===== src/source/ccu_pkg.sv =====
////////////////////////////////////////////////////////////
// Widths, table depth and the address word shared by the
// collision controller and its testbench
////////////////////////////////////////////////////////////

`default_nettype none

package ccu_pkg;

    localparam int unsigned addr_width = 32;
    localparam int unsigned id_width = 4;
    localparam int unsigned data_width = 32;

    // Cache line geometry
    localparam int unsigned line_bytes = 16;
    localparam int unsigned line_offset_width = $clog2(line_bytes);
    localparam int unsigned line_width = addr_width - line_offset_width;

    // Outstanding lines tracked per direction
    localparam int unsigned table_depth = 4;

    // Byte address or line number plus byte offset
    typedef union packed {
        logic [addr_width-1:0] word;
        struct packed {
            logic [line_width-1:0]        line;
            logic [line_offset_width-1:0] offset;
        } line_view;
    } ccu_addr_u;

endpackage

`default_nettype wire


===== src/source/ccu_addr_if.sv =====
////////////////////////////////////////////////////////////
// One address channel handshake, valid/ready with addr and id
////////////////////////////////////////////////////////////

`timescale 1ns/1ns
`default_nettype none

interface ccu_addr_if;
    import ccu_pkg::*;

    logic                valid;
    logic                ready;
    ccu_addr_u           addr;
    logic [id_width-1:0] id;

    // Request source
    modport mgr (
        output valid,
        output addr,
        output id,
        input  ready
    );

    // Request sink
    modport sub (
        input  valid,
        input  addr,
        input  id,
        output ready
    );

    // Read-only view of a channel
    modport mon (
        input valid,
        input addr,
        input id
    );

endinterface

`default_nettype wire


===== src/source/ccu_line_table.sv =====
////////////////////////////////////////////////////////////
// Outstanding cache lines of one direction. Pushed on the
// memory-side handshake, retired by ID on the response
////////////////////////////////////////////////////////////

`timescale 1ns/1ns
`default_nettype none

module ccu_line_table (
    input  logic                                clk_i,
    input  logic                                rst_ni,
    input  logic                                push_i,
    input  logic [ccu_pkg::id_width-1:0]        push_id_i,
    input  logic [ccu_pkg::line_width-1:0]      push_line_i,
    // One lookup per gate, index 0 read and index 1 write
    input  logic [1:0][ccu_pkg::line_width-1:0] lookup_line_i,
    input  logic                                retire_i,
    input  logic [ccu_pkg::id_width-1:0]        retire_id_i,
    output logic [1:0]                          hit_o,
    output logic                                full_o
);
    import ccu_pkg::*;

    logic [table_depth-1:0]                               valid_q;
    logic [table_depth-1:0]                               valid_d;
    logic [table_depth-1:0][id_width-1:0]                 id_q;
    logic [table_depth-1:0][line_width-1:0]               line_q;
    logic [table_depth-1:0][$clog2(table_depth)-1:0]      age_q;
    logic [table_depth-1:0][$clog2(table_depth)-1:0]      age_d;
    logic                                                 full_q;
    logic [table_depth-1:0]                               push_sel;
    logic [table_depth-1:0]                               retire_sel;
    logic [$clog2(table_depth)-1:0]                       oldest_age;
    logic                                                 found;

    // Lowest free entry
    always_comb begin
        push_sel = '0;
        for (int i = table_depth - 1; i >= 0; i--) begin
            if (!valid_q[i]) begin
                push_sel    = '0;
                push_sel[i] = 1'b1;
            end
        end
    end

    // Oldest valid entry with the retired ID
    always_comb begin
        retire_sel = '0;
        oldest_age = '0;
        found      = 1'b0;
        for (int i = 0; i < table_depth; i++) begin
            if (valid_q[i] && id_q[i] == retire_id_i && (!found || age_q[i] > oldest_age)) begin
                retire_sel    = '0;
                retire_sel[i] = retire_i;
                oldest_age    = age_q[i];
                found         = 1'b1;
            end
        end
    end

    // Age counts the younger valid entries
    always_comb begin
        valid_d = (valid_q & ~retire_sel) | (push_i ? push_sel : '0);
        for (int i = 0; i < table_depth; i++) begin
            age_d[i] = age_q[i];
            if (push_i && push_sel[i]) begin
                age_d[i] = '0;
            end else if (valid_q[i] && !retire_sel[i]) begin
                if (push_i) begin
                    age_d[i] = age_d[i] + 1'b1;
                end
                if (|retire_sel && age_q[i] > oldest_age) begin
                    age_d[i] = age_d[i] - 1'b1;
                end
            end
        end
    end

    always_ff @(posedge clk_i or negedge rst_ni) begin
        if (!rst_ni) begin
            valid_q <= '0;
            age_q   <= '0;
            full_q  <= 1'b0;
        end else begin
            valid_q <= valid_d;
            age_q   <= age_d;
            full_q  <= &valid_d;
        end
    end

    always_ff @(posedge clk_i) begin
        for (int i = 0; i < table_depth; i++) begin
            if (push_i && push_sel[i]) begin
                id_q[i]   <= push_id_i;
                line_q[i] <= push_line_i;
            end
        end
    end

    // Lookups see the registered state only
    always_comb begin
        hit_o = '0;
        for (int p = 0; p < 2; p++) begin
            for (int i = 0; i < table_depth; i++) begin
                if (valid_q[i] && line_q[i] == lookup_line_i[p]) begin
                    hit_o[p] = 1'b1;
                end
            end
        end
    end

    assign full_o = full_q;

    // The gate must hold requests once the table is full
    assert property (@(posedge clk_i) disable iff (!rst_ni) push_i |-> !full_q)
        else $error("line table pushed while full");

    // Memory must only answer IDs it was sent
    assert property (@(posedge clk_i) disable iff (!rst_ni) retire_i |-> found)
        else $error("line table retire of unknown id %0h", retire_id_i);

endmodule

`default_nettype wire


===== src/source/ccu_addr_gate.sv =====
////////////////////////////////////////////////////////////
// Forwards one direction's address requests to memory and
// holds them on a line collision or a full table
////////////////////////////////////////////////////////////

`timescale 1ns/1ns
`default_nettype none

module ccu_addr_gate (
    input  logic                           clk_i,
    input  logic                           rst_ni,
    ccu_addr_if.sub                        core,
    ccu_addr_if.mgr                        mem,
    input  logic                           other_lookup_hit_i,
    input  logic                           own_lookup_hit_i,
    input  logic                           own_full_i,
    output logic [ccu_pkg::line_width-1:0] lookup_line_o,
    input  logic                           same_cycle_hit_i
);

    logic hold;

    // Both tables compare the full line number
    assign lookup_line_o = core.addr.line_view.line;

    assign hold = other_lookup_hit_i | own_lookup_hit_i | own_full_i | same_cycle_hit_i;

    // Pass-through when nothing holds the request
    assign mem.valid  = core.valid & ~hold;
    assign mem.addr   = core.addr;
    assign mem.id     = core.id;
    assign core.ready = mem.ready & ~hold;

    // Once forwarded, a request stays on the memory side until memory takes it
    assert property (@(posedge clk_i) disable iff (!rst_ni)
        mem.valid && !mem.ready |=> mem.valid && $stable(mem.addr) && $stable(mem.id))
        else $error("memory request dropped or changed before its handshake");

endmodule

`default_nettype wire


===== src/source/ccu_collision_ctrl.sv =====
////////////////////////////////////////////////////////////
// Collision check between core and memory. Address requests
// wait for outstanding lines, responses retire them
////////////////////////////////////////////////////////////

`timescale 1ns/1ns
`default_nettype none

module ccu_collision_ctrl (
    input  logic                           clk_i,
    input  logic                           rst_ni,
    // Core address requests
    input  logic                           core_ar_valid_i,
    input  logic [ccu_pkg::addr_width-1:0] core_ar_addr_i,
    input  logic [ccu_pkg::id_width-1:0]   core_ar_id_i,
    output logic                           core_ar_ready_o,
    input  logic                           core_aw_valid_i,
    input  logic [ccu_pkg::addr_width-1:0] core_aw_addr_i,
    input  logic [ccu_pkg::id_width-1:0]   core_aw_id_i,
    output logic                           core_aw_ready_o,
    // Memory address requests
    output logic                           mem_ar_valid_o,
    output logic [ccu_pkg::addr_width-1:0] mem_ar_addr_o,
    output logic [ccu_pkg::id_width-1:0]   mem_ar_id_o,
    input  logic                           mem_ar_ready_i,
    output logic                           mem_aw_valid_o,
    output logic [ccu_pkg::addr_width-1:0] mem_aw_addr_o,
    output logic [ccu_pkg::id_width-1:0]   mem_aw_id_o,
    input  logic                           mem_aw_ready_i,
    // Memory responses
    input  logic                           mem_r_valid_i,
    input  logic [ccu_pkg::data_width-1:0] mem_r_data_i,
    input  logic [ccu_pkg::id_width-1:0]   mem_r_id_i,
    input  logic                           mem_r_last_i,
    output logic                           mem_r_ready_o,
    input  logic                           mem_b_valid_i,
    input  logic [ccu_pkg::id_width-1:0]   mem_b_id_i,
    output logic                           mem_b_ready_o,
    // Core responses
    output logic                           core_r_valid_o,
    output logic [ccu_pkg::data_width-1:0] core_r_data_o,
    output logic [ccu_pkg::id_width-1:0]   core_r_id_o,
    output logic                           core_r_last_o,
    input  logic                           core_r_ready_i,
    output logic                           core_b_valid_o,
    output logic [ccu_pkg::id_width-1:0]   core_b_id_o,
    input  logic                           core_b_ready_i
);
    import ccu_pkg::*;

    ccu_addr_if core_ar ();
    ccu_addr_if mem_ar ();
    ccu_addr_if core_aw ();
    ccu_addr_if mem_aw ();

    logic [line_width-1:0] rd_lookup_line;
    logic [line_width-1:0] wr_lookup_line;
    logic [1:0]            rd_table_hit;
    logic [1:0]            wr_table_hit;
    logic                  rd_table_full;
    logic                  wr_table_full;
    logic                  same_line_rw;
    logic                  r_retire;
    logic                  b_retire;

    ////////////////////////////////////////////////////////////
    // Address channels
    ////////////////////////////////////////////////////////////

    assign core_ar.valid     = core_ar_valid_i;
    assign core_ar.addr.word = core_ar_addr_i;
    assign core_ar.id        = core_ar_id_i;
    assign core_ar_ready_o   = core_ar.ready;

    assign core_aw.valid     = core_aw_valid_i;
    assign core_aw.addr.word = core_aw_addr_i;
    assign core_aw.id        = core_aw_id_i;
    assign core_aw_ready_o   = core_aw.ready;

    assign mem_ar_valid_o = mem_ar.valid;
    assign mem_ar_addr_o  = mem_ar.addr.word;
    assign mem_ar_id_o    = mem_ar.id;
    assign mem_ar.ready   = mem_ar_ready_i;

    assign mem_aw_valid_o = mem_aw.valid;
    assign mem_aw_addr_o  = mem_aw.addr.word;
    assign mem_aw_id_o    = mem_aw.id;
    assign mem_aw.ready   = mem_aw_ready_i;

    // Write wins when both sides present the same line
    assign same_line_rw = core_aw.valid &&
        (core_aw.addr.line_view.line == core_ar.addr.line_view.line);

    ccu_addr_gate u_read_gate (
        .clk_i,
        .rst_ni,
        .core               (core_ar),
        .mem                (mem_ar),
        .other_lookup_hit_i (wr_table_hit[0]),
        .own_lookup_hit_i   (rd_table_hit[0]),
        .own_full_i         (rd_table_full),
        .lookup_line_o      (rd_lookup_line),
        .same_cycle_hit_i   (same_line_rw)
    );

    ccu_addr_gate u_write_gate (
        .clk_i,
        .rst_ni,
        .core               (core_aw),
        .mem                (mem_aw),
        .other_lookup_hit_i (rd_table_hit[1]),
        .own_lookup_hit_i   (wr_table_hit[1]),
        .own_full_i         (wr_table_full),
        .lookup_line_o      (wr_lookup_line),
        .same_cycle_hit_i   (1'b0)
    );

    ////////////////////////////////////////////////////////////
    // Outstanding line tables
    ////////////////////////////////////////////////////////////

    // Read line is done with its last beat
    assign r_retire = mem_r_valid_i & core_r_ready_i & mem_r_last_i;
    assign b_retire = mem_b_valid_i & core_b_ready_i;

    ccu_line_table u_read_table (
        .clk_i,
        .rst_ni,
        .push_i        (mem_ar.valid & mem_ar.ready),
        .push_id_i     (mem_ar.id),
        .push_line_i   (mem_ar.addr.line_view.line),
        .lookup_line_i ({wr_lookup_line, rd_lookup_line}),
        .retire_i      (r_retire),
        .retire_id_i   (mem_r_id_i),
        .hit_o         (rd_table_hit),
        .full_o        (rd_table_full)
    );

    ccu_line_table u_write_table (
        .clk_i,
        .rst_ni,
        .push_i        (mem_aw.valid & mem_aw.ready),
        .push_id_i     (mem_aw.id),
        .push_line_i   (mem_aw.addr.line_view.line),
        .lookup_line_i ({wr_lookup_line, rd_lookup_line}),
        .retire_i      (b_retire),
        .retire_id_i   (mem_b_id_i),
        .hit_o         (wr_table_hit),
        .full_o        (wr_table_full)
    );

    ////////////////////////////////////////////////////////////
    // Responses
    ////////////////////////////////////////////////////////////

    assign core_r_valid_o = mem_r_valid_i;
    assign core_r_data_o  = mem_r_data_i;
    assign core_r_id_o    = mem_r_id_i;
    assign core_r_last_o  = mem_r_last_i;
    assign mem_r_ready_o  = core_r_ready_i;

    assign core_b_valid_o = mem_b_valid_i;
    assign core_b_id_o    = mem_b_id_i;
    assign mem_b_ready_o  = core_b_ready_i;

endmodule

`default_nettype wire


===== config.mk =====
export PLATFORM = sky130hd
export DESIGN_NAME = ccu_collision_ctrl
export DESIGN_NICKNAME = d
export VERILOG_FILES = /design/src/source/ccu_pkg.sv /design/src/source/ccu_addr_if.sv /design/src/source/ccu_line_table.sv /design/src/source/ccu_addr_gate.sv /design/src/source/ccu_collision_ctrl.sv
export SDC_FILE = /design/constraint.sdc
export NUM_CORES = 1
export LEC_CHECK = 0
export BUFFER_PORTS_ARGS = -buffer_cell sky130_fd_sc_hd__buf_2
export CAP_MARGIN = 5
export CORE_UTILIZATION = 59
export DETAILED_ROUTE_END_ITERATION = 10
export PLACE_DENSITY = 0.93
export SYNTH_ARGS = -nofsm -noshare
export SYNTH_HDL_FRONTEND = slang
export SYNTH_SLANG_ARGS = --single-unit

===== constraint.sdc =====
create_clock -name clk_i -period 7.95 [get_ports clk_i]
set_input_delay 0.3975 -clock clk_i [delete_from_list [all_inputs] [get_ports clk_i]]
set_output_delay 0.3975 -clock clk_i [all_outputs]
set_load 0.01 [all_outputs]

### Word level (Yosys, flattened, before mapping)

Cells that the tools add are included.
W data, S select, Z words.

* memories: 0
* logic and storage cells: 288
* bits of input ports: 123
* output and inout port bits: 121
* bits in latches: 0
* bits in registers: 282
* ROM bits: 0
* bits in writable memories: 0

* add/sub/neg operators: 16
* mux-type cells: 96
* eq/ne operators: 25
* reductions and logical operators: 87
* $mul: 0
* shifts and indexed selects: 0
* magnitude comparators: 14
* div/mod/pow operators: 0
* bitwise gates (word level): 22

Operators by type and width (count)
* $eq A28 B28 Y1: 17
* $mux W2: 58
* $logic_and A1 B1 Y1: 55
* $mux W4: 12
* $eq A4 B4 Y1: 8
* $gt A2 B2 Y1: 14
* $mux W1: 24
* $add A2 B1 Y2 const B: 8
* $reduce_bool A2 Y1: 8
* $sub A2 B1 Y2 const B: 8
* $logic_not A1 Y1: 14
* $and A1 B1 Y1: 9
* $and A4 B4 Y4: 2
* $not A4 Y4: 2
* $or A4 B4 Y4: 2
* $reduce_and A4 Y1: 2
* $reduce_or A4 Y1: 2
* $logic_or A1 B1 Y1: 6
* $mux W3: 2
* $or A1 B1 Y1: 5
* $not A1 Y1: 2

### Logic depth before layout (Yosys ltp)

* word-level depth: 23
* depth in mapped cells: 34
* mapped depth without buffers: 34

### Hierarchy

From an unflattened synthesis, not the netlist that was laid out.

* cell total of the unflattened synthesis: 1474
* area, all modules: 17441.7 µm²

By module, submodules not included
* ccu_line_table (u_read_table): cells each 624, sequential area each 4169.0 µm², times used 1, area an instance 7878.8 µm²
* ccu_line_table (u_write_table): cells each 628, sequential area each 4169.0 µm², times used 1, area an instance 7873.8 µm²
* ccu_addr_gate: cells each 67, sequential area each 0.0 µm², times used 2, area an instance 505.5 µm²
* ccu_collision_ctrl: cells each 88, sequential area each 0.0 µm², times used 1, area an instance 678.2 µm²

### Worst setup path after synthesis

Ideal clock, no wire load.

* kind: in2reg
* start: input port mem_r_id_i[2] (netlist bit)
* end: register u_read_table.age_q[1] (netlist bit)
* buffers on the path: 0
* required time: 7.828 ns
* setup slack: 2.013 ns
* stages: 25
* library setup time: 0.122 ns
* arrival: 5.815 ns
* cell sequence: xor2_1 nor3_2 and2_1 nand2_1 ha_1 a21oi_1 a21oi_1 o21ai_1 mux2_2 ha_1 a21oi_1 a21oi_1 nor2_2 mux2i_1 ha_1 nor2b_1 a2bb2oi_1 and4_4 a41oi_4 mux2_2 ha_1 a2111oi_4 a21boi_0 o211ai_1 a32o_1

* word-level cells in the longest chain between the ends: 20
* elaborated cells between the ends (all ways): 40
* classes of those cells: order compare: 4; eq/ne: 4; mux: 14; reduce/logical: 18

Ends and longest elaborated chain
* start: declaration: line ccu_collision_ctrl.sv:33 `input logic [ccu_pkg::id_width-1:0] mem_r_id_i,`
* $eq A4 B4 Y1: line ccu_line_table.sv:53 `if (valid_q[i] && id_q[i] == retire_id_i && (!found || age_q[i] > oldest_age)) begin`
* $logic_and A1 B1 Y1: line ccu_line_table.sv:53
* $mux W2 or $mux W1 (tied branches): line ccu_line_table.sv:53
* $gt A2 B2 Y1 or $logic_not A1 Y1 (tied branches): line ccu_line_table.sv:53
* $logic_or A1 B1 Y1: line ccu_line_table.sv:53
* $logic_and A1 B1 Y1: line ccu_line_table.sv:53
* $mux W2 or $mux W1 (tied branches): line ccu_line_table.sv:53
* $gt A2 B2 Y1 or $logic_not A1 Y1 (tied branches): line ccu_line_table.sv:53
* [4 not listed]
* $logic_or A1 B1 Y1: line ccu_line_table.sv:53
* $logic_and A1 B1 Y1: line ccu_line_table.sv:53
* $mux W2 or $mux W4 (tied branches): line ccu_line_table.sv:53
* $gt A2 B2 Y1 or $reduce_or A4 Y1 (tied branches): line ccu_line_table.sv:73 `if (|retire_sel && age_q[i] > oldest_age) begin`
* $logic_and A1 B1 Y1: line ccu_line_table.sv:73
* $mux W2: line ccu_line_table.sv:73
* $mux W2: line ccu_line_table.sv:69 `end else if (valid_q[i] && !retire_sel[i]) begin`
* $mux W2: line ccu_line_table.sv:67 `if (push_i && push_sel[i]) begin`
* end signal: assignment: line ccu_line_table.sv:87 `age_q <= age_d;`
* end: declaration: line ccu_line_table.sv:28 `logic [table_depth-1:0][$clog2(table_depth)-1:0] age_q;`

Parallel ways exist; a longest one is shown, timed or not. The select of a mux whose other input is x is not followed.
A chain may end at the register's enable or synchronous reset.

### Worst setup path in the final report

* start: register u_read_table.valid_q[0]
* end: register u_read_table.age_q[1] (netlist bit)

* word-level cells in the longest chain between the ends: 19
* elaborated cells between the ends (all ways): 50
* classes of those cells: add/sub: 1; order compare: 4; mux: 22; bitwise: 6; reduce/logical: 17

Ends and longest elaborated chain
* start: declaration: line ccu_line_table.sv:24 `logic [table_depth-1:0] valid_q;`
* start signal: assignment: line ccu_line_table.sv:86 `valid_q <= valid_d;`
* $logic_and A1 B1 Y1: line ccu_line_table.sv:53
* $mux W2 or $mux W1 (tied branches): line ccu_line_table.sv:53
* $gt A2 B2 Y1 or $logic_not A1 Y1 (tied branches): line ccu_line_table.sv:53
* $logic_or A1 B1 Y1: line ccu_line_table.sv:53
* $logic_and A1 B1 Y1: line ccu_line_table.sv:53
* $mux W2 or $mux W1 (tied branches): line ccu_line_table.sv:53
* $gt A2 B2 Y1 or $logic_not A1 Y1 (tied branches): line ccu_line_table.sv:53
* $logic_or A1 B1 Y1: line ccu_line_table.sv:53
* [3 not listed]
* $logic_or A1 B1 Y1: line ccu_line_table.sv:53
* $logic_and A1 B1 Y1: line ccu_line_table.sv:53
* $mux W2 or $mux W4 (tied branches): line ccu_line_table.sv:53
* $gt A2 B2 Y1 or $reduce_or A4 Y1 (tied branches): line ccu_line_table.sv:73
* $logic_and A1 B1 Y1: line ccu_line_table.sv:73
* $mux W2: line ccu_line_table.sv:73
* $mux W2: line ccu_line_table.sv:69
* $mux W2: line ccu_line_table.sv:67

Parallel ways exist; a longest one is shown, timed or not. The select of a mux whose other input is x is not followed.

==> qor.txt <==
First-pass GRT wire length - 75180 um
Clock share of power - 0.303
Max cap viols - 0
Sink Count - 282
Final Hold Vio Count - 0
Final period util - 0.8528
Latest clock arrival within the worst-skew pair - 0.58 ns
CTS tree - built
Synth area leader - edfxtp_1
Die Y - 173.6 um
Pins Over Slew Limit - 0
Die X - 173.6 um
Remaining DRCs - 0
Core box area - 28860 um2
Fill cells - 2114
Crit. End Element - register
Clock Path Buffers - 3
Ys async rst share - 0.09220
DRT Pass-1 Iters - 6
Syn. warnings - 0
Clock Pin Slew Worst Setup and Hold Paths - 0.06 ns
Worst Skew - 0.02471 ns
Wire per inst - 26.79 um
Top cells by area, synth - edfxtp_1, xnor2_1, xor2_1
Internal - 2886 uW
Grt met3 use - 0.06776
Min Hold Slack - 0.06494 ns
Final-report setup violation count - 0
CP max stage delay - 0.68 ns
Pwr dens - 233.3 nW/um2
Tightest Pin Transition - 0.9943 ns
RR Startpoint - u_read_table.valid_q[0]
Largest net degree at the start of global routing - 35
Hold_sp - core_ar_id_i[2]
Rows - 62
Status - finished, final reports clean
Total gr overflow - 0
Worst path arrival time - 7.23 ns
Setup bufs post-CTS - 0
Final WL - 51060 um
RSZ-0062 raised after global routing - false
Reg power frac - 0.450
VDD IR max - 0.1752 mV
Leak - 0.006069 uW
Post-Syn Area - 17380 um2
Flops & latches, synth - 282
Port Buf Inserts - 163
WP data required - 8.40 ns
Post-synthesis cell type count - 76
Layout cell share with drive strength beyond 1 - 0.1690
Tmin final - 6.780 ns
CP startpoint kind - register
Final ANT Viol Nets - 0
Combinational fraction of design power - 0.247
Vias - 12.47k
Post-Route Setup TNS - 0 ns
Post-synth EDFFs - 256
Min-delay worst type - primary input to register
P_sw - 1412 uW
Drt initial violations - 1673
Layout Nets - 1649
Post-Syn Nets - 1630
Worst path bufs/invs - 1
Vias in the first global route - 12.24k
CP max FO - 14
Most used cell, CP - a21oi_1
Io pins - 244
Gr busiest metal - met2
Final worst slack - 1.170 ns
Top cell type's share of synthesized area - 0.4424
Met2 usage - 0.5289
Avg Vias per Cell - 6.540
Max frequency - 147.5 MHz
Pre-CTS setup slack - 1.231 ns
DP Wirelength - 32890 um
Slew HR - 0.3355
Crit Path Class - register to register
Synth-to-Final Area Change - 6.006%
Starting Density - 0.6021
GR Layer Usage met1 - 0.4125
H-tree depth - 1
Ys flop type - edfxtp_1
Final GP Congestion - 0.9498
Initial antenna violation count - 0
Root buffer cell - clkbuf_16
Full die area - 30140 um2
CP top delay family - compound AO/OA/AOI/OAI gates
TritonCTS Buffers - 30
Sw Share - 0.3285
Seq/Total Area, Yosys - 0.4799
Syn Area/Cell - 11.75 um2
Worst path slowest cell - dfrtp_1
Post-Syn Instances - 1479
Crit path from - u_read_table.valid_q[0]
Total track usage - 0.3346
-- synthesized netlist by cell type (10+ instances only) --
cell	count
edfxtp_1	256
a21oi_1	37
dfrtp_1	26
xnor2_1	405
nor2_1	22
xor2_1	106
nand3_1	24
o21ai_0	18
nand4_1	98
buf_4	123
inv_1	36
ha_1	28
nand2_1	39
and3_1	10
nor4_1	52
nor3_1	17
buf_2	52
-- state kept, by name (all words and copies together) (netlist names) --
signal and flops:
u_write_table.valid_q 4, u_read_table.full_o 1, u_write_table.age_q 8, u_read_table.line_q 112
u_write_table.id_q 16, u_read_table.valid_q 4, u_write_table.line_q 112, u_write_table.full_o 1
u_read_table.id_q 16, u_read_table.age_q 8
-- logic make-up after synthesis --
logic type,Yosys count,synth area share
muxes,11,0.006625
DFF,282,0.4799
AOI/OAI and AO/OA,119,0.05106
buffers and inverters,219,0.07957
adders and majority gates,28,0.02016
xor gates and xnor gates,511,0.2576
and+or+nand+nor,309,0.1051
-- layer usage --
layer | wire length (um) | up-vias
li1 | - | 5207
met1 | 17610 | 5913
met2 | 22700 | 1026
met3 | 6367 | 320
met4 | 4383 | 0
met5 | 0 | -
-- what timing repair did --
item | 4_1_cts | 5_1_grt
endpoints found under the hold margin | 26 | 0
resized for setup | 0 | 0
hold buffers | 1 | 0
-- cell type report --
class	instances	area (um2)	share of cell area
Clock buffer	34	787.0	0.04273
Timing Repair Buffer	170	870.8	0.04728
Clock inverter	21	107.6	0.005842
Tap cell	384	480.5	0.02609
Sequential cell	282	8338	0.4527
Antenna cell	1	2.502	0.0001359
Multi-Input combinational cell	978	7697	0.4179
Inverter	36	135.1	0.007336
-- per-stage QoR --
stage               std cells  power [uW]    util  instance area (um2)
finish                   1906        4298  0.6383                18420
global route             1905        4450  0.6382                18420
CTS                      1905        4270  0.6382                18420
detailed placement       1849        2983  0.6068                17510
global placement         1849        2926  0.6068                17510
floorplan                1479        2707       -                17380
-- placed cells by master (no fill, tap or decap), types with 6 or more instances in the layout --
master and instances:
nand3_1 24, nor3_1 14, buf_4 6, xnor2_1 405
and3_1 10, nand2_1 39, o21ai_0 18, nand4_1 98
edfxtp_1 256, nor2_1 17, buf_2 163, nor3_2 7
dfrtp_1 26, clkinv_2 9, inv_1 36, a21oi_1 37
nor4_1 52, ha_1 28, xor2_1 106, mux2i_1 7
nand2b_1 6, clkbuf_16 31, clkinv_1 8
-- worst paths after layout --
check                                    endpoint  slack (ns)  depth (start not counted)
min in group asynchronous   u_read_table.age_q[2]        0.40                          2
max                         u_read_table.age_q[1]        1.17                         26
min                          u_read_table.id_q[2]        0.06                          1
max reg2reg                 u_read_table.age_q[1]        1.17                         26
min reg2reg                u_write_table.age_q[0]        0.54                          1
max in group asynchronous  u_write_table.age_q[0]        7.12                          2
-- power groups by stage --
stage,registers (uW),clock network [uW],logic (uW)
after floorplan,1890,0,818
after global placement,1940,0,983
after detailed placement,1950,0,1030
after CTS,1920,1300,1040
after global routing,1940,1360,1150
final,1930,1300,1060
-- worst reg2reg max path, delay by kind of cell (launching register included) --
kind / cells / cell delay [ns]
DFF: 1 / 0.68
and+or+nand+nor: 6 / 1.20
AOI/OAI and AO/OA: 12 / 2.46
buffers and inverters: 1 / 0.07
muxes: 3 / 1.04
adders and majority gates: 4 / 1.21
No activity file was read; power rests on OpenSTA's default activity.
